### config.mk
export PLATFORM = sky130hd
export DESIGN_NAME = alu_exec
export DESIGN_NICKNAME = d
export VERILOG_FILES = /design/src/common/alu_pkg.sv /design/src/design/op_queue.sv /design/src/alu/alu_simple.sv /design/src/alu/booth_mul.sv /design/src/alu/div_32_bit.sv /design/src/alu/alu.sv /design/src/design/alu_exec.sv
export VERILOG_INCLUDE_DIRS = /design/src /design/src/common
export SDC_FILE = /design/constraint.sdc
export NUM_CORES = 2
export LEC_CHECK = 0
export BUFFER_PORTS_ARGS = -buffer_cell sky130_fd_sc_hd__buf_2
export CORE_MARGIN = 3
export CORE_UTILIZATION = 25
export CTS_CLUSTER_DIAMETER = 120
export DETAILED_ROUTE_END_ITERATION = 6
export GPL_TIMING_DRIVEN = 0
export PLACE_DENSITY = 0.4
export SLEW_MARGIN = 20
export SYNTH_ARGS = -nofsm -noshare
export SYNTH_HDL_FRONTEND = slang
export SYNTH_SLANG_ARGS = --single-unit
### constraint.sdc
create_clock -name clk -period 6.1 [get_ports clk]
set_input_delay 0.305 -clock clk [delete_from_list [all_inputs] [get_ports clk]]
set_output_delay 0.305 -clock clk [all_outputs]
set_load 0.03 [all_outputs]
### src/common/alu_params.svh
`ifndef ALU_PARAMS_SVH
`define ALU_PARAMS_SVH

// operand width of the datapath.
`define ALU_WIDTH 32

// queue entries, also the issuer's starting credits.
`define ALU_QUEUE_DEPTH 4

// result slots the consumer grants after reset.
`define ALU_RESULT_CREDITS 2

`endif

### src/common/alu_pkg.sv
`default_nettype none

package alu_pkg;

	// opcode encodings of the teaching cpu isa.
	typedef enum logic [4:0] {
		OP_ADD  = 5'd3,
		OP_SUB  = 5'd4,
		OP_AND  = 5'd5,
		OP_OR   = 5'd6,
		OP_SHR  = 5'd7,
		OP_SHRA = 5'd8,
		OP_SHL  = 5'd9,
		OP_ROR  = 5'd10,
		OP_ROL  = 5'd11,
		OP_MUL  = 5'd15,
		OP_DIV  = 5'd16,
		OP_NEG  = 5'd17,
		OP_NOT  = 5'd18
	} alu_op_e;

	// alu control, waiting on a multicycle unit.
	typedef enum logic [1:0] {
		ALU_IDLE,
		MUL_WAIT,
		DIV_WAIT
	} alu_state_e;

	// shared by the multiplier and the divider.
	typedef enum logic [1:0] {
		SEQ_IDLE,
		SEQ_RUN,
		SEQ_FIX
	} seq_state_e;

endpackage

`default_nettype wire

### src/design/op_queue.sv
`default_nettype none

`include "alu_params.svh"

module op_queue (
	input  wire                     clk,
	input  wire                     reset,
	input  wire                     push,
	input  wire alu_pkg::alu_op_e   push_opcode,
	input  wire [`ALU_WIDTH-1:0]    push_a,
	input  wire [`ALU_WIDTH-1:0]    push_b,
	input  wire                     pop,
	output logic                    empty,
	output alu_pkg::alu_op_e        head_opcode,
	output logic [`ALU_WIDTH-1:0]   head_a,
	output logic [`ALU_WIDTH-1:0]   head_b,
	output logic                    credit
);
	localparam int DEPTH = `ALU_QUEUE_DEPTH;
	localparam int PTR_W = (DEPTH > 1) ? $clog2(DEPTH) : 1;
	localparam int CNT_W = $clog2(DEPTH + 1);

	alu_pkg::alu_op_e        opcode_mem [DEPTH];
	logic [`ALU_WIDTH-1:0]   a_mem [DEPTH];
	logic [`ALU_WIDTH-1:0]   b_mem [DEPTH];
	logic [PTR_W-1:0]        wr_ptr;
	logic [PTR_W-1:0]        rd_ptr;
	logic [CNT_W-1:0]        count;
	logic                    do_pop;

	function automatic logic [PTR_W-1:0] next_ptr(input logic [PTR_W-1:0] ptr);
		next_ptr = (ptr == PTR_W'(DEPTH - 1)) ? '0 : ptr + 1'b1;
	endfunction

	assign empty = (count == '0);
	assign do_pop = pop && !empty;

	always_ff @(posedge clk) begin
		if (push) begin
			opcode_mem[wr_ptr] <= push_opcode;
			a_mem[wr_ptr] <= push_a;
			b_mem[wr_ptr] <= push_b;
		end
	end

	always_ff @(posedge clk) begin
		if (reset) begin
			wr_ptr <= '0;
			rd_ptr <= '0;
			count <= '0;
			credit <= 1'b0;
		end else begin
			if (push)
				wr_ptr <= next_ptr(wr_ptr);
			if (do_pop)
				rd_ptr <= next_ptr(rd_ptr);
			case ({push, do_pop})
				2'b10: count <= count + 1'b1;
				2'b01: count <= count - 1'b1;
				default: ;
			endcase
			credit <= do_pop; // slot freed, hand it back.
		end
	end

	assign head_opcode = opcode_mem[rd_ptr];
	assign head_a = a_mem[rd_ptr];
	assign head_b = b_mem[rd_ptr];

endmodule

`default_nettype wire

### src/alu/alu_simple.sv
`default_nettype none

`include "alu_params.svh"

module alu_simple (
	input  wire alu_pkg::alu_op_e    opcode,
	input  wire [`ALU_WIDTH-1:0]     ra,
	input  wire [`ALU_WIDTH-1:0]     rb,
	output logic [`ALU_WIDTH-1:0]    result
);
	localparam int W = `ALU_WIDTH;
	localparam int SHIFT_W = $clog2(W);

	logic [SHIFT_W-1:0]   shamt;
	logic [2*W-1:0]       ra_twice;
	logic [2*W-1:0]       rot_r;
	logic [2*W-1:0]       rot_l;

	assign shamt = rb[SHIFT_W-1:0]; // upper bits ignored.

	// rotates come from shifting two copies of ra.
	assign ra_twice = {ra, ra};
	assign rot_r = ra_twice >> shamt;
	assign rot_l = ra_twice << shamt;

	always_comb begin
		case (opcode)
			alu_pkg::OP_ADD:
				result = ra + rb;
			alu_pkg::OP_SUB:
				result = ra - rb;
			alu_pkg::OP_AND:
				result = ra & rb;
			alu_pkg::OP_OR:
				result = ra | rb;
			alu_pkg::OP_NEG:
				result = -rb;
			alu_pkg::OP_NOT:
				result = ~rb;
			alu_pkg::OP_SHR:
				result = ra >> shamt;
			alu_pkg::OP_SHL:
				result = ra << shamt;
			alu_pkg::OP_SHRA:
				result = $signed(ra) >>> shamt; // sign fill.
			alu_pkg::OP_ROR:
				result = rot_r[W-1:0];
			alu_pkg::OP_ROL:
				result = rot_l[2*W-1:W];
			default:
				result = '0;
		endcase
	end

endmodule

`default_nettype wire

### src/alu/booth_mul.sv
`default_nettype none

`include "alu_params.svh"

module booth_mul (
	input  wire                       clk,
	input  wire                       reset,
	input  wire                       start,
	input  wire [`ALU_WIDTH-1:0]      multiplicand,
	input  wire [`ALU_WIDTH-1:0]      multiplier,
	output logic                      done,
	output logic [2*`ALU_WIDTH-1:0]   product
);
	localparam int W = `ALU_WIDTH;
	localparam int STEPS = W / 2;
	localparam int CNT_W = $clog2(STEPS);

	alu_pkg::seq_state_e   state;
	logic [CNT_W-1:0]      step;
	logic signed [W+1:0]   mcand; // two guard bits for 2x.
	logic signed [W+1:0]   acc;
	logic [W-1:0]          mplier;
	logic                  q_prev;
	logic signed [W+1:0]   partial;
	logic signed [W+1:0]   sum;

	// radix-4 recoding of two multiplier bits plus the last one shifted out.
	always_comb begin
		case ({mplier[1:0], q_prev})
			3'b001, 3'b010: partial = mcand;
			3'b011:         partial = mcand <<< 1;
			3'b100:         partial = -(mcand <<< 1);
			3'b101, 3'b110: partial = -mcand;
			default:        partial = '0;
		endcase
	end

	assign sum = acc + partial;

	always_ff @(posedge clk) begin
		if (reset) begin
			state <= alu_pkg::SEQ_IDLE;
			step <= '0;
		end else begin
			case (state)
				alu_pkg::SEQ_IDLE: begin
					if (start) begin
						state <= alu_pkg::SEQ_RUN;
						step <= '0;
					end
				end
				alu_pkg::SEQ_RUN: begin
					step <= step + 1'b1;
					if (step == CNT_W'(STEPS - 1))
						state <= alu_pkg::SEQ_FIX;
				end
				alu_pkg::SEQ_FIX:
					state <= alu_pkg::SEQ_IDLE;
				default:
					state <= alu_pkg::SEQ_IDLE;
			endcase
		end
	end

	always_ff @(posedge clk) begin
		if (state == alu_pkg::SEQ_IDLE && start) begin
			mcand <= {{2{multiplicand[W-1]}}, multiplicand};
			acc <= '0;
			mplier <= multiplier;
			q_prev <= 1'b0;
		end else if (state == alu_pkg::SEQ_RUN) begin
			acc <= {{2{sum[W+1]}}, sum[W+1:2]}; // arithmetic shift by two.
			mplier <= {sum[1:0], mplier[W-1:2]};
			q_prev <= mplier[1];
		end
	end

	// low half has replaced the multiplier by the fix cycle.
	assign done = (state == alu_pkg::SEQ_FIX);
	assign product = {acc[W-1:0], mplier};

endmodule

`default_nettype wire

### src/alu/div_32_bit.sv
`default_nettype none

`include "alu_params.svh"

module div_32_bit (
	input  wire                     clk,
	input  wire                     reset,
	input  wire                     start,
	input  wire [`ALU_WIDTH-1:0]    dividend,
	input  wire [`ALU_WIDTH-1:0]    divisor,
	output logic                    done,
	output logic [`ALU_WIDTH-1:0]   quotient,
	output logic [`ALU_WIDTH-1:0]   remainder
);
	localparam int W = `ALU_WIDTH;
	localparam int CNT_W = $clog2(W);

	alu_pkg::seq_state_e   state;
	logic [CNT_W-1:0]      step;
	logic [W:0]            rem;
	logic [W-1:0]          quo;
	logic [W-1:0]          dsor;
	logic                  dvd_neg;
	logic                  quo_neg;
	logic                  by_zero;
	logic [W-1:0]          dvd_mag;
	logic [W-1:0]          dsor_mag;
	logic [W:0]            shifted;
	logic [W:0]            trial;
	logic [W:0]            rem_fix;

	assign dvd_mag = dividend[W-1] ? -dividend : dividend;
	assign dsor_mag = divisor[W-1] ? -divisor : divisor;

	// next dividend bit enters from the quotient register.
	assign shifted = {rem[W-1:0], quo[W-1]};
	assign trial = rem[W] ? shifted + {1'b0, dsor} : shifted - {1'b0, dsor};

	assign rem_fix = rem[W] ? rem + {1'b0, dsor} : rem; // restore step.

	always_ff @(posedge clk) begin
		if (reset) begin
			state <= alu_pkg::SEQ_IDLE;
			step <= '0;
			done <= 1'b0;
		end else begin
			done <= 1'b0;
			case (state)
				alu_pkg::SEQ_IDLE: begin
					if (start) begin
						state <= alu_pkg::SEQ_RUN;
						step <= '0;
					end
				end
				alu_pkg::SEQ_RUN: begin
					step <= step + 1'b1;
					if (step == CNT_W'(W - 1))
						state <= alu_pkg::SEQ_FIX;
				end
				alu_pkg::SEQ_FIX: begin
					state <= alu_pkg::SEQ_IDLE;
					done <= 1'b1;
				end
				default:
					state <= alu_pkg::SEQ_IDLE;
			endcase
		end
	end

	always_ff @(posedge clk) begin
		case (state)
			alu_pkg::SEQ_IDLE: begin
				if (start) begin
					rem <= '0;
					quo <= dvd_mag;
					dsor <= dsor_mag;
					dvd_neg <= dividend[W-1];
					quo_neg <= dividend[W-1] ^ divisor[W-1];
					by_zero <= (divisor == '0);
				end
			end
			alu_pkg::SEQ_RUN: begin
				rem <= trial;
				quo <= {quo[W-2:0], ~trial[W]};
			end
			alu_pkg::SEQ_FIX: begin
				// truncate toward zero, remainder follows the dividend.
				quotient <= by_zero ? '1 : (quo_neg ? -quo : quo);
				remainder <= dvd_neg ? -rem_fix[W-1:0] : rem_fix[W-1:0];
			end
			default: ;
		endcase
	end

endmodule

`default_nettype wire

### src/alu/alu.sv
`default_nettype none

`include "alu_params.svh"

module alu (
	input  wire                       clk,
	input  wire                       reset,
	input  wire                       start,
	input  wire alu_pkg::alu_op_e     opcode,
	input  wire [`ALU_WIDTH-1:0]      ra,
	input  wire [`ALU_WIDTH-1:0]      rb,
	output logic                      ready,
	output logic                      done,
	output logic [2*`ALU_WIDTH-1:0]   rc
);
	localparam int W = `ALU_WIDTH;

	alu_pkg::alu_state_e   state;
	logic [W-1:0]          simple_result;
	logic                  simple_start;
	logic                  mul_start;
	logic                  div_start;
	logic                  mul_done;
	logic                  div_done;
	logic [2*W-1:0]        product;
	logic [W-1:0]          quotient;
	logic [W-1:0]          remainder;

	assign ready = (state == alu_pkg::ALU_IDLE);

	assign mul_start = start && ready && (opcode == alu_pkg::OP_MUL);
	assign div_start = start && ready && (opcode == alu_pkg::OP_DIV);
	assign simple_start = start && ready && !mul_start && !div_start;

	alu_simple u_alu_simple (
		.opcode (opcode),
		.ra     (ra),
		.rb     (rb),
		.result (simple_result)
	);

	booth_mul u_booth_mul (
		.clk          (clk),
		.reset        (reset),
		.start        (mul_start),
		.multiplicand (ra),
		.multiplier   (rb),
		.done         (mul_done),
		.product      (product)
	);

	div_32_bit u_div_32_bit (
		.clk       (clk),
		.reset     (reset),
		.start     (div_start),
		.dividend  (ra),
		.divisor   (rb),
		.done      (div_done),
		.quotient  (quotient),
		.remainder (remainder)
	);

	always_ff @(posedge clk) begin
		if (reset) begin
			state <= alu_pkg::ALU_IDLE;
			done <= 1'b0;
		end else begin
			done <= 1'b0;
			case (state)
				alu_pkg::ALU_IDLE: begin
					if (mul_start)
						state <= alu_pkg::MUL_WAIT;
					else if (div_start)
						state <= alu_pkg::DIV_WAIT;
					else if (simple_start)
						done <= 1'b1; // single cycle op.
				end
				alu_pkg::MUL_WAIT: begin
					if (mul_done) begin
						state <= alu_pkg::ALU_IDLE;
						done <= 1'b1;
					end
				end
				alu_pkg::DIV_WAIT: begin
					if (div_done) begin
						state <= alu_pkg::ALU_IDLE;
						done <= 1'b1;
					end
				end
				default: state <= alu_pkg::ALU_IDLE;
			endcase
		end
	end

	// result register.
	always_ff @(posedge clk) begin
		if (simple_start)
			rc <= {{W{1'b0}}, simple_result};
		else if (state == alu_pkg::MUL_WAIT && mul_done)
			rc <= product;
		else if (state == alu_pkg::DIV_WAIT && div_done)
			rc <= {remainder, quotient}; // remainder on top.
	end

endmodule

`default_nettype wire

### src/design/alu_exec.sv
`default_nettype none

`include "alu_params.svh"

module alu_exec (
	input  wire                       clk,
	input  wire                       reset,
	input  wire                       req_valid,
	input  wire alu_pkg::alu_op_e     req_opcode,
	input  wire [`ALU_WIDTH-1:0]      req_a,
	input  wire [`ALU_WIDTH-1:0]      req_b,
	output logic                      req_credit,
	output logic                      res_valid,
	output logic [2*`ALU_WIDTH-1:0]   res_data,
	input  wire                       res_credit
);
	localparam int CREDIT_W = $clog2(`ALU_RESULT_CREDITS + 1);

	alu_pkg::alu_op_e        head_opcode;
	logic [`ALU_WIDTH-1:0]   head_a;
	logic [`ALU_WIDTH-1:0]   head_b;
	logic                    q_empty;
	logic                    alu_ready;
	logic                    issue;
	logic [CREDIT_W-1:0]     credits;

	op_queue u_op_queue (
		.clk         (clk),
		.reset       (reset),
		.push        (req_valid),
		.push_opcode (req_opcode),
		.push_a      (req_a),
		.push_b      (req_b),
		.pop         (issue),
		.empty       (q_empty),
		.head_opcode (head_opcode),
		.head_a      (head_a),
		.head_b      (head_b),
		.credit      (req_credit)
	);

	// each issue reserves one result slot.
	assign issue = !q_empty && (credits != '0) && alu_ready;

	always_ff @(posedge clk) begin
		if (reset) begin
			credits <= CREDIT_W'(`ALU_RESULT_CREDITS);
		end else begin
			case ({res_credit, issue})
				2'b10: credits <= credits + 1'b1;
				2'b01: credits <= credits - 1'b1;
				default: ; // both or neither.
			endcase
		end
	end

	alu u_alu (
		.clk    (clk),
		.reset  (reset),
		.start  (issue),
		.opcode (head_opcode),
		.ra     (head_a),
		.rb     (head_b),
		.ready  (alu_ready),
		.done   (res_valid),
		.rc     (res_data)
	);

endmodule

`default_nettype wire

# Word level (Yosys, flattened, before mapping)
# Memory sizes are Yosys's and may differ from the RTL's. A register that Yosys moved wholly into a read port is not among the register bits.
# Cells that the tools add are included.
# word_totals
ff_bits,352
out_inout_bits,66
n_memories,3
in_bits,73
elab_cells,186
ramBits,276
# op_classes
reduce_logical,35
n_eq_ne,40
n_shift,5
addsub,20
mux,51
n_bitwise,5
# memory_table
memory,words,width,read_ports,rd_ports_with_merged_regs,wr,line,text
u_op_queue.a_mem,4,32,1,1,1,op_queue.sv:24,logic [`ALU_WIDTH-1:0] a_mem [DEPTH];
u_op_queue.b_mem,4,32,1,1,1,op_queue.sv:25,logic [`ALU_WIDTH-1:0] b_mem [DEPTH];
u_op_queue.opcode_mem,4,5,1,1,1,op_queue.sv:23,alu_pkg::alu_op_e opcode_mem [DEPTH];
# ops
operator,n
$pmux W32 S11,1
$mux W32,8
$pmux W34 S4,1
$mux W64,2
$neg A32 Y32,4
$mux W33,2
$pmux W33 S2,1
$add A32 B32 Y32,2
$pmux W32 S2,1
$shl A64 B5 Y64,1
$shr A64 B5 Y32,1
$add A32 B34 Y34,1
$neg A32 Y34,1
$neg A33 Y34,1
$add A33 B32 Y33,1
$sub A33 B32 Y33,1
$and A32 B32 Y32,1
$logic_not A32 Y1,1
$mux W2,16
$not A32 Y32,1
$or A32 B32 Y32,1
$shl A32 B5 Y32,1
$shr A32 B5 Y32,1
$sshr A32 B5 Y32,1
41 further kinds,104

# Longest topological paths before layout
# logic_depth
word_depth,13
depth_mapped,25
mapped_depth_nobuf,22

# By module
# A second synthesis with hierarchy kept.
# hier_totals
hier_cells,4377
hier_area_um2,44327.5
# modules_own_cells
module,instances,cells_each,seq_area_each_um2,area_per_inst_um2
div_32_bit,1,1397,5084.9,13000.0
op_queue,1,412,8488.1,10442.5
alu_simple,1,1420,0.0,9989.6
booth_mul,1,865,2702.6,7257.0
alu,1,271,1661.6,3530.9
alu_exec,1,12,40.0,107.6

# Worst setup path before layout
# No wires, ideal clock.
# synth_timing
path_kind,register to register
start,register with a tool-made name
end,register u_alu.rc[29] (data pin)
path_stages_with_launch,26
path_buffers,5
synth_period_minus_slack_ns,6.098
setup_time_ns,0.258
arrival_ns,5.840
slack_ns,0.002
required_time_ns,5.842
cell_sequence,dfxtp_1 > buf_6 > buf_12 > mux4_2 > inv_1 > clkbuf_1 > buf_2 > clkbuf_1 > ha_1 > nand4_1 > or3_1 > nor2_1 > nor2_1 > xnor2_1 > ha_1 > a21o_1 > a21o_1 > a21o_1 > a21o_1 > a221oi_1 > nand2_1 > a2111oi_0 > o31ai_1 > xor2_1 > a211oi_1 > nor2_1
# synth_lines
element,line,text
"end signal, assigned",alu.sv:98,"rc <= {{W{1'b0}}, simple_result};"
"end signal, assigned",alu.sv:100,rc <= product;
"end signal, assigned",alu.sv:102,"rc <= {remainder, quotient};"
"end, declared",alu.sv:14,output logic [2*`ALU_WIDTH-1:0] rc

==> impl_metrics.ini <==
[sta]
fin_ws_ns = 0.0178
tightestPinTransition_ns = 1.19
clock.fmax_mhz = 164
period_share = 0.997
final.setup.tns_ns = 0
rsz0062_at_grt = yes
finalSetupViolCount = 0
max_slew_margin = 0.201
whs_ns = 0.114
slew_viol_final = 0
fin_crit_ns = 6.08
skew_ns = 0.0296
hold_violations = 0

[logic_synthesis]
seq_area_frac_synth = 0.434
synth_nets = 4527
synth-main-ff-cell = edfxtp_1
synth.distinct_cells = 95
synth_cells = 4301
synth_edf_count = 536
ys_ff_latch = 630
ys_warn_count = 0
async_reset_ff_frac = 0
syn_avg_cell_area_um2 = 9.63
netlist_area_mm2 = 0.0414

[power_and_ir_drop]
powerDensity_mw_per_mm2 = 494
power_frac_comb = 0.580
ir_drop_mv = 0.266
leakage_uw = 0.0179
internal_power_uw = 12400
clockPowerShare = 0.188
totalPowerFinal_uw = 24400
p_sw_uw = 12000
seqPwrFrac = 0.231
switching_share = 0.492

[worst_setup_path]
cp.required_ns = 6.62
worstPathArrival_ns = 6.60
path_max_fanout = 7
worstReg2RegEnd = u_alu.rc[29]
max_stage_delay_ns = 0.67
crit_family = simple AND/OR/NAND/NOR gates
critPathKind = reg2reg
endpoint_kind = register
cp-endpoint = u_alu.rc[29]
regToRegSetupSlack_ns = 0.02
r2r_cells = 23
start_kind = register
crit_buf_inv = 5
cp_slowest_cell = mux4_2
crit_cells = 23
worstPathCellList = buf_6 > buf_12 > clkbuf_16 > buf_4 > buf_4 > mux4_2 > or2_2 > or3_4 > or2_2 > nor2_4 > nor2_1 > xnor2_1 > ha_2 > a21o_1 > a21o_1 > a21o_1 > a221oi_2 > nand2_2 > a2111oi_4 > o31ai_1 > xor2_1 > a211oi_2 > nor2_2
cpMostUsedCell = a21o_1

[floorplan]
design.die.area_mm2 = 0.171
die_w_um = 413
start_util = 0.253
num_io_pins = 139
die_h_um = 413
core_mm2 = 0.164
rows = 148

[final_layout]
mostFrequentLayoutCells = 618 x nand2_1, 536 x edfxtp_1, 352 x a21oi_1
finalNetCount = 4871
final_layout_size_suffix_gt1_frac = 0.134
syn2layout_area_growth_pct = 19.5
final_common_cell = nand2_1

[grt]
grt_pass1_vias = 36100
grtUsageTotal = 0.222
antenna_found_initial = 7
grt_max_degree = 48
grt_overflow = 0
grt_pass1_wl_um = 272000

[place]
gp_congestion = 0.988
dp_hpwl_um = 151000
port_buffers = 137
dp_worst_setup_slack_ns = -2.55

[cts]
cts-htree-levels = 3
root_buffer = clkbuf_16
cts.path.max_buffers = 3
cts_tree = done
cts.sinks = 630
clkLatencyLatePin_ns = 0.72
cts_buffers = 77
clkTransAtPathRegs_ns = 0.06

[drt]
first_iter_violations = 3141
route.detailed.drc = 0
first_pass_iters = 6
final_antenna_net_count = 0
vias = 36500
drt_wl_total_um = 194000
routedWlPerCell_um = 28.1
vias_per_cell = 5.29

[flow_run]
drv_cap = 0

[status]
status = finished, final reports clean

[min_path]
hold_path_class = in2reg
power by group through the flow:
stage,registers (uW),clock network (uW),logic [uW]
3_3_place_gp,5770,0,13100
3_5_place_dp,5740,0,13200
4_1_cts,5650,4750,13700
2_1_floorplan,5860,0,7560
6_report,5650,4590,14200
5_1_grt,5680,4920,14900
area by class of cell:
cell class	count	area, um^2
Antenna cell	6	15.0
Fill cell	17300	114000
Inverter	81	312
Tap cell	2175	2720
Buffer	272	1300
Multi-Input combinational cell	3307	22400
Sequential cell	630	18000
Clock inverter	42	458
Timing Repair Buffer	276	2190
Clock buffer	99	2060
cell families after synthesis:
logic type,Yosys count,synth area share
flops,630,0.434
simple gates,1412,0.155
buf+inv,364,0.0355
xor+xnor,344,0.0728
mux,249,0.0817
fa+ha+maj,153,0.0471
compound gates,1149,0.174
worst register-to-register path: stages, from the launching register on:
cell       delay (ns)
dfxtp_1          0.32
buf_6            0.13
buf_12           0.12
clkbuf_16        0.14
buf_4            0.11
buf_4            0.10
mux4_2           0.67
or2_2            0.40
or3_4            0.46
or2_2            0.35
nor2_4           0.19
nor2_1           0.08
xnor2_1          0.16
ha_2             0.35
a21o_1           0.18
a21o_1           0.20
a21o_1           0.19
a221oi_2         0.27
nand2_2          0.16
a2111oi_4        0.41
o31ai_1          0.12
xor2_1           0.37
a211oi_2         0.14
nor2_2           0.25
metal layers:
layer | up-vias | wire, um | track usage
li1 | 16600 | - | -
met1 | 18100 | 84900 | 0.296
met2 | 1356 | 87400 | 0.354
met3 | 370 | 10700 | 0.0312
met4 | 2 | 10800 | 0.105
met5 | - | 13 | 0
cell usage after synthesis (all sizes together), types with 11 or more instances:
master | number | share of area
ha | 148 | 0.045
and3 | 32 | 0.0048
nand2 | 622 | 0.056
mux4 | 67 | 0.037
nor4 | 32 | 0.0056
nor2b | 31 | 0.0047
and2 | 24 | 0.0036
nand3b | 11 | 0.0020
nand3 | 67 | 0.0081
o21bai | 11 | 0.0020
nor3 | 82 | 0.011
xor2 | 172 | 0.036
a21oi | 356 | 0.043
nand2b | 41 | 0.0062
nand4 | 16 | 0.0024
mux2 | 36 | 0.0098
a22oi | 21 | 0.0038
inv | 79 | 0.0072
a2111oi | 22 | 0.0050
a21o | 67 | 0.012
nor2 | 342 | 0.031
o31ai | 28 | 0.0053
edfxtp | 536 | 0.39
a211oi | 45 | 0.0082
o22ai | 36 | 0.0054
a21boi | 17 | 0.0031
or4 | 16 | 0.0030
o21ai | 281 | 0.034
or3 | 45 | 0.0069
a221o | 20 | 0.0048
a221oi | 39 | 0.0084
a31oi | 72 | 0.011
o211ai | 20 | 0.0036
o221ai | 11 | 0.0023
xnor2 | 172 | 0.036
clkbuf | 211 | 0.019
dfxtp | 94 | 0.045
buf | 72 | 0.0090
or2 | 24 | 0.0037
mux2i | 146 | 0.035
o21a | 19 | 0.0034
metrics by stage:
step,instance area [um^2],utilization,instances
2_1_floorplan,41400,-,4301
3_3_place_gp,44800,0.274,6613
3_5_place_dp,45300,0.277,6634
4_1_cts,49100,0.300,6856
5_1_grt,49400,0.302,6883
6_report,49500,0.302,6888
worst min-delay path by stage:
stage	from	end	slack, ns	cells after the start
after floorplan	req_a[0]	u_op_queue.a_mem[0][0]	0.40	0
after CTS	res_credit	credits[0]	0.08	5
final	res_credit	credits[0]	0.11	5
after global routing	res_credit	credits[0]	0.17	5
after global placement	u_alu.u_booth_mul.acc[6]	u_alu.u_booth_mul.acc[6]	0.47	2
after detailed placement	u_alu.u_booth_mul.step[3]	u_alu.u_booth_mul.state[1]	0.47	2
registers in the layout, indices dropped and copies added (netlist names), 20 cells and up, named ones only:
register and count:
u_alu.u_div_32_bit.dsor 32, u_alu.rc 64, u_alu.u_div_32_bit.quotient 32, u_op_queue.opcode_mem 20
u_alu.u_booth_mul.mcand 32, u_alu.u_booth_mul.mplier 32, u_op_queue.a_mem 128, u_alu.u_div_32_bit.remainder 32
u_alu.u_div_32_bit.quo 32, u_alu.u_booth_mul.acc 32, u_alu.u_div_32_bit.rem 33, u_op_queue.b_mem 128
timing repair:
| item | CTS | global route |
|---|---|---|
| cloned | 0 | 1 |
| endpoints found under the hold margin | 277 | 0 |
| pin swaps | 17 | 21 |
| hold buffers | 70 | 0 |
| setup endpoints to repair | 59 | 24 |
| gates resized for setup | 114 | 51 |
| setup buffers | 19 | 28 |
(Power assumes the default switching activity.)
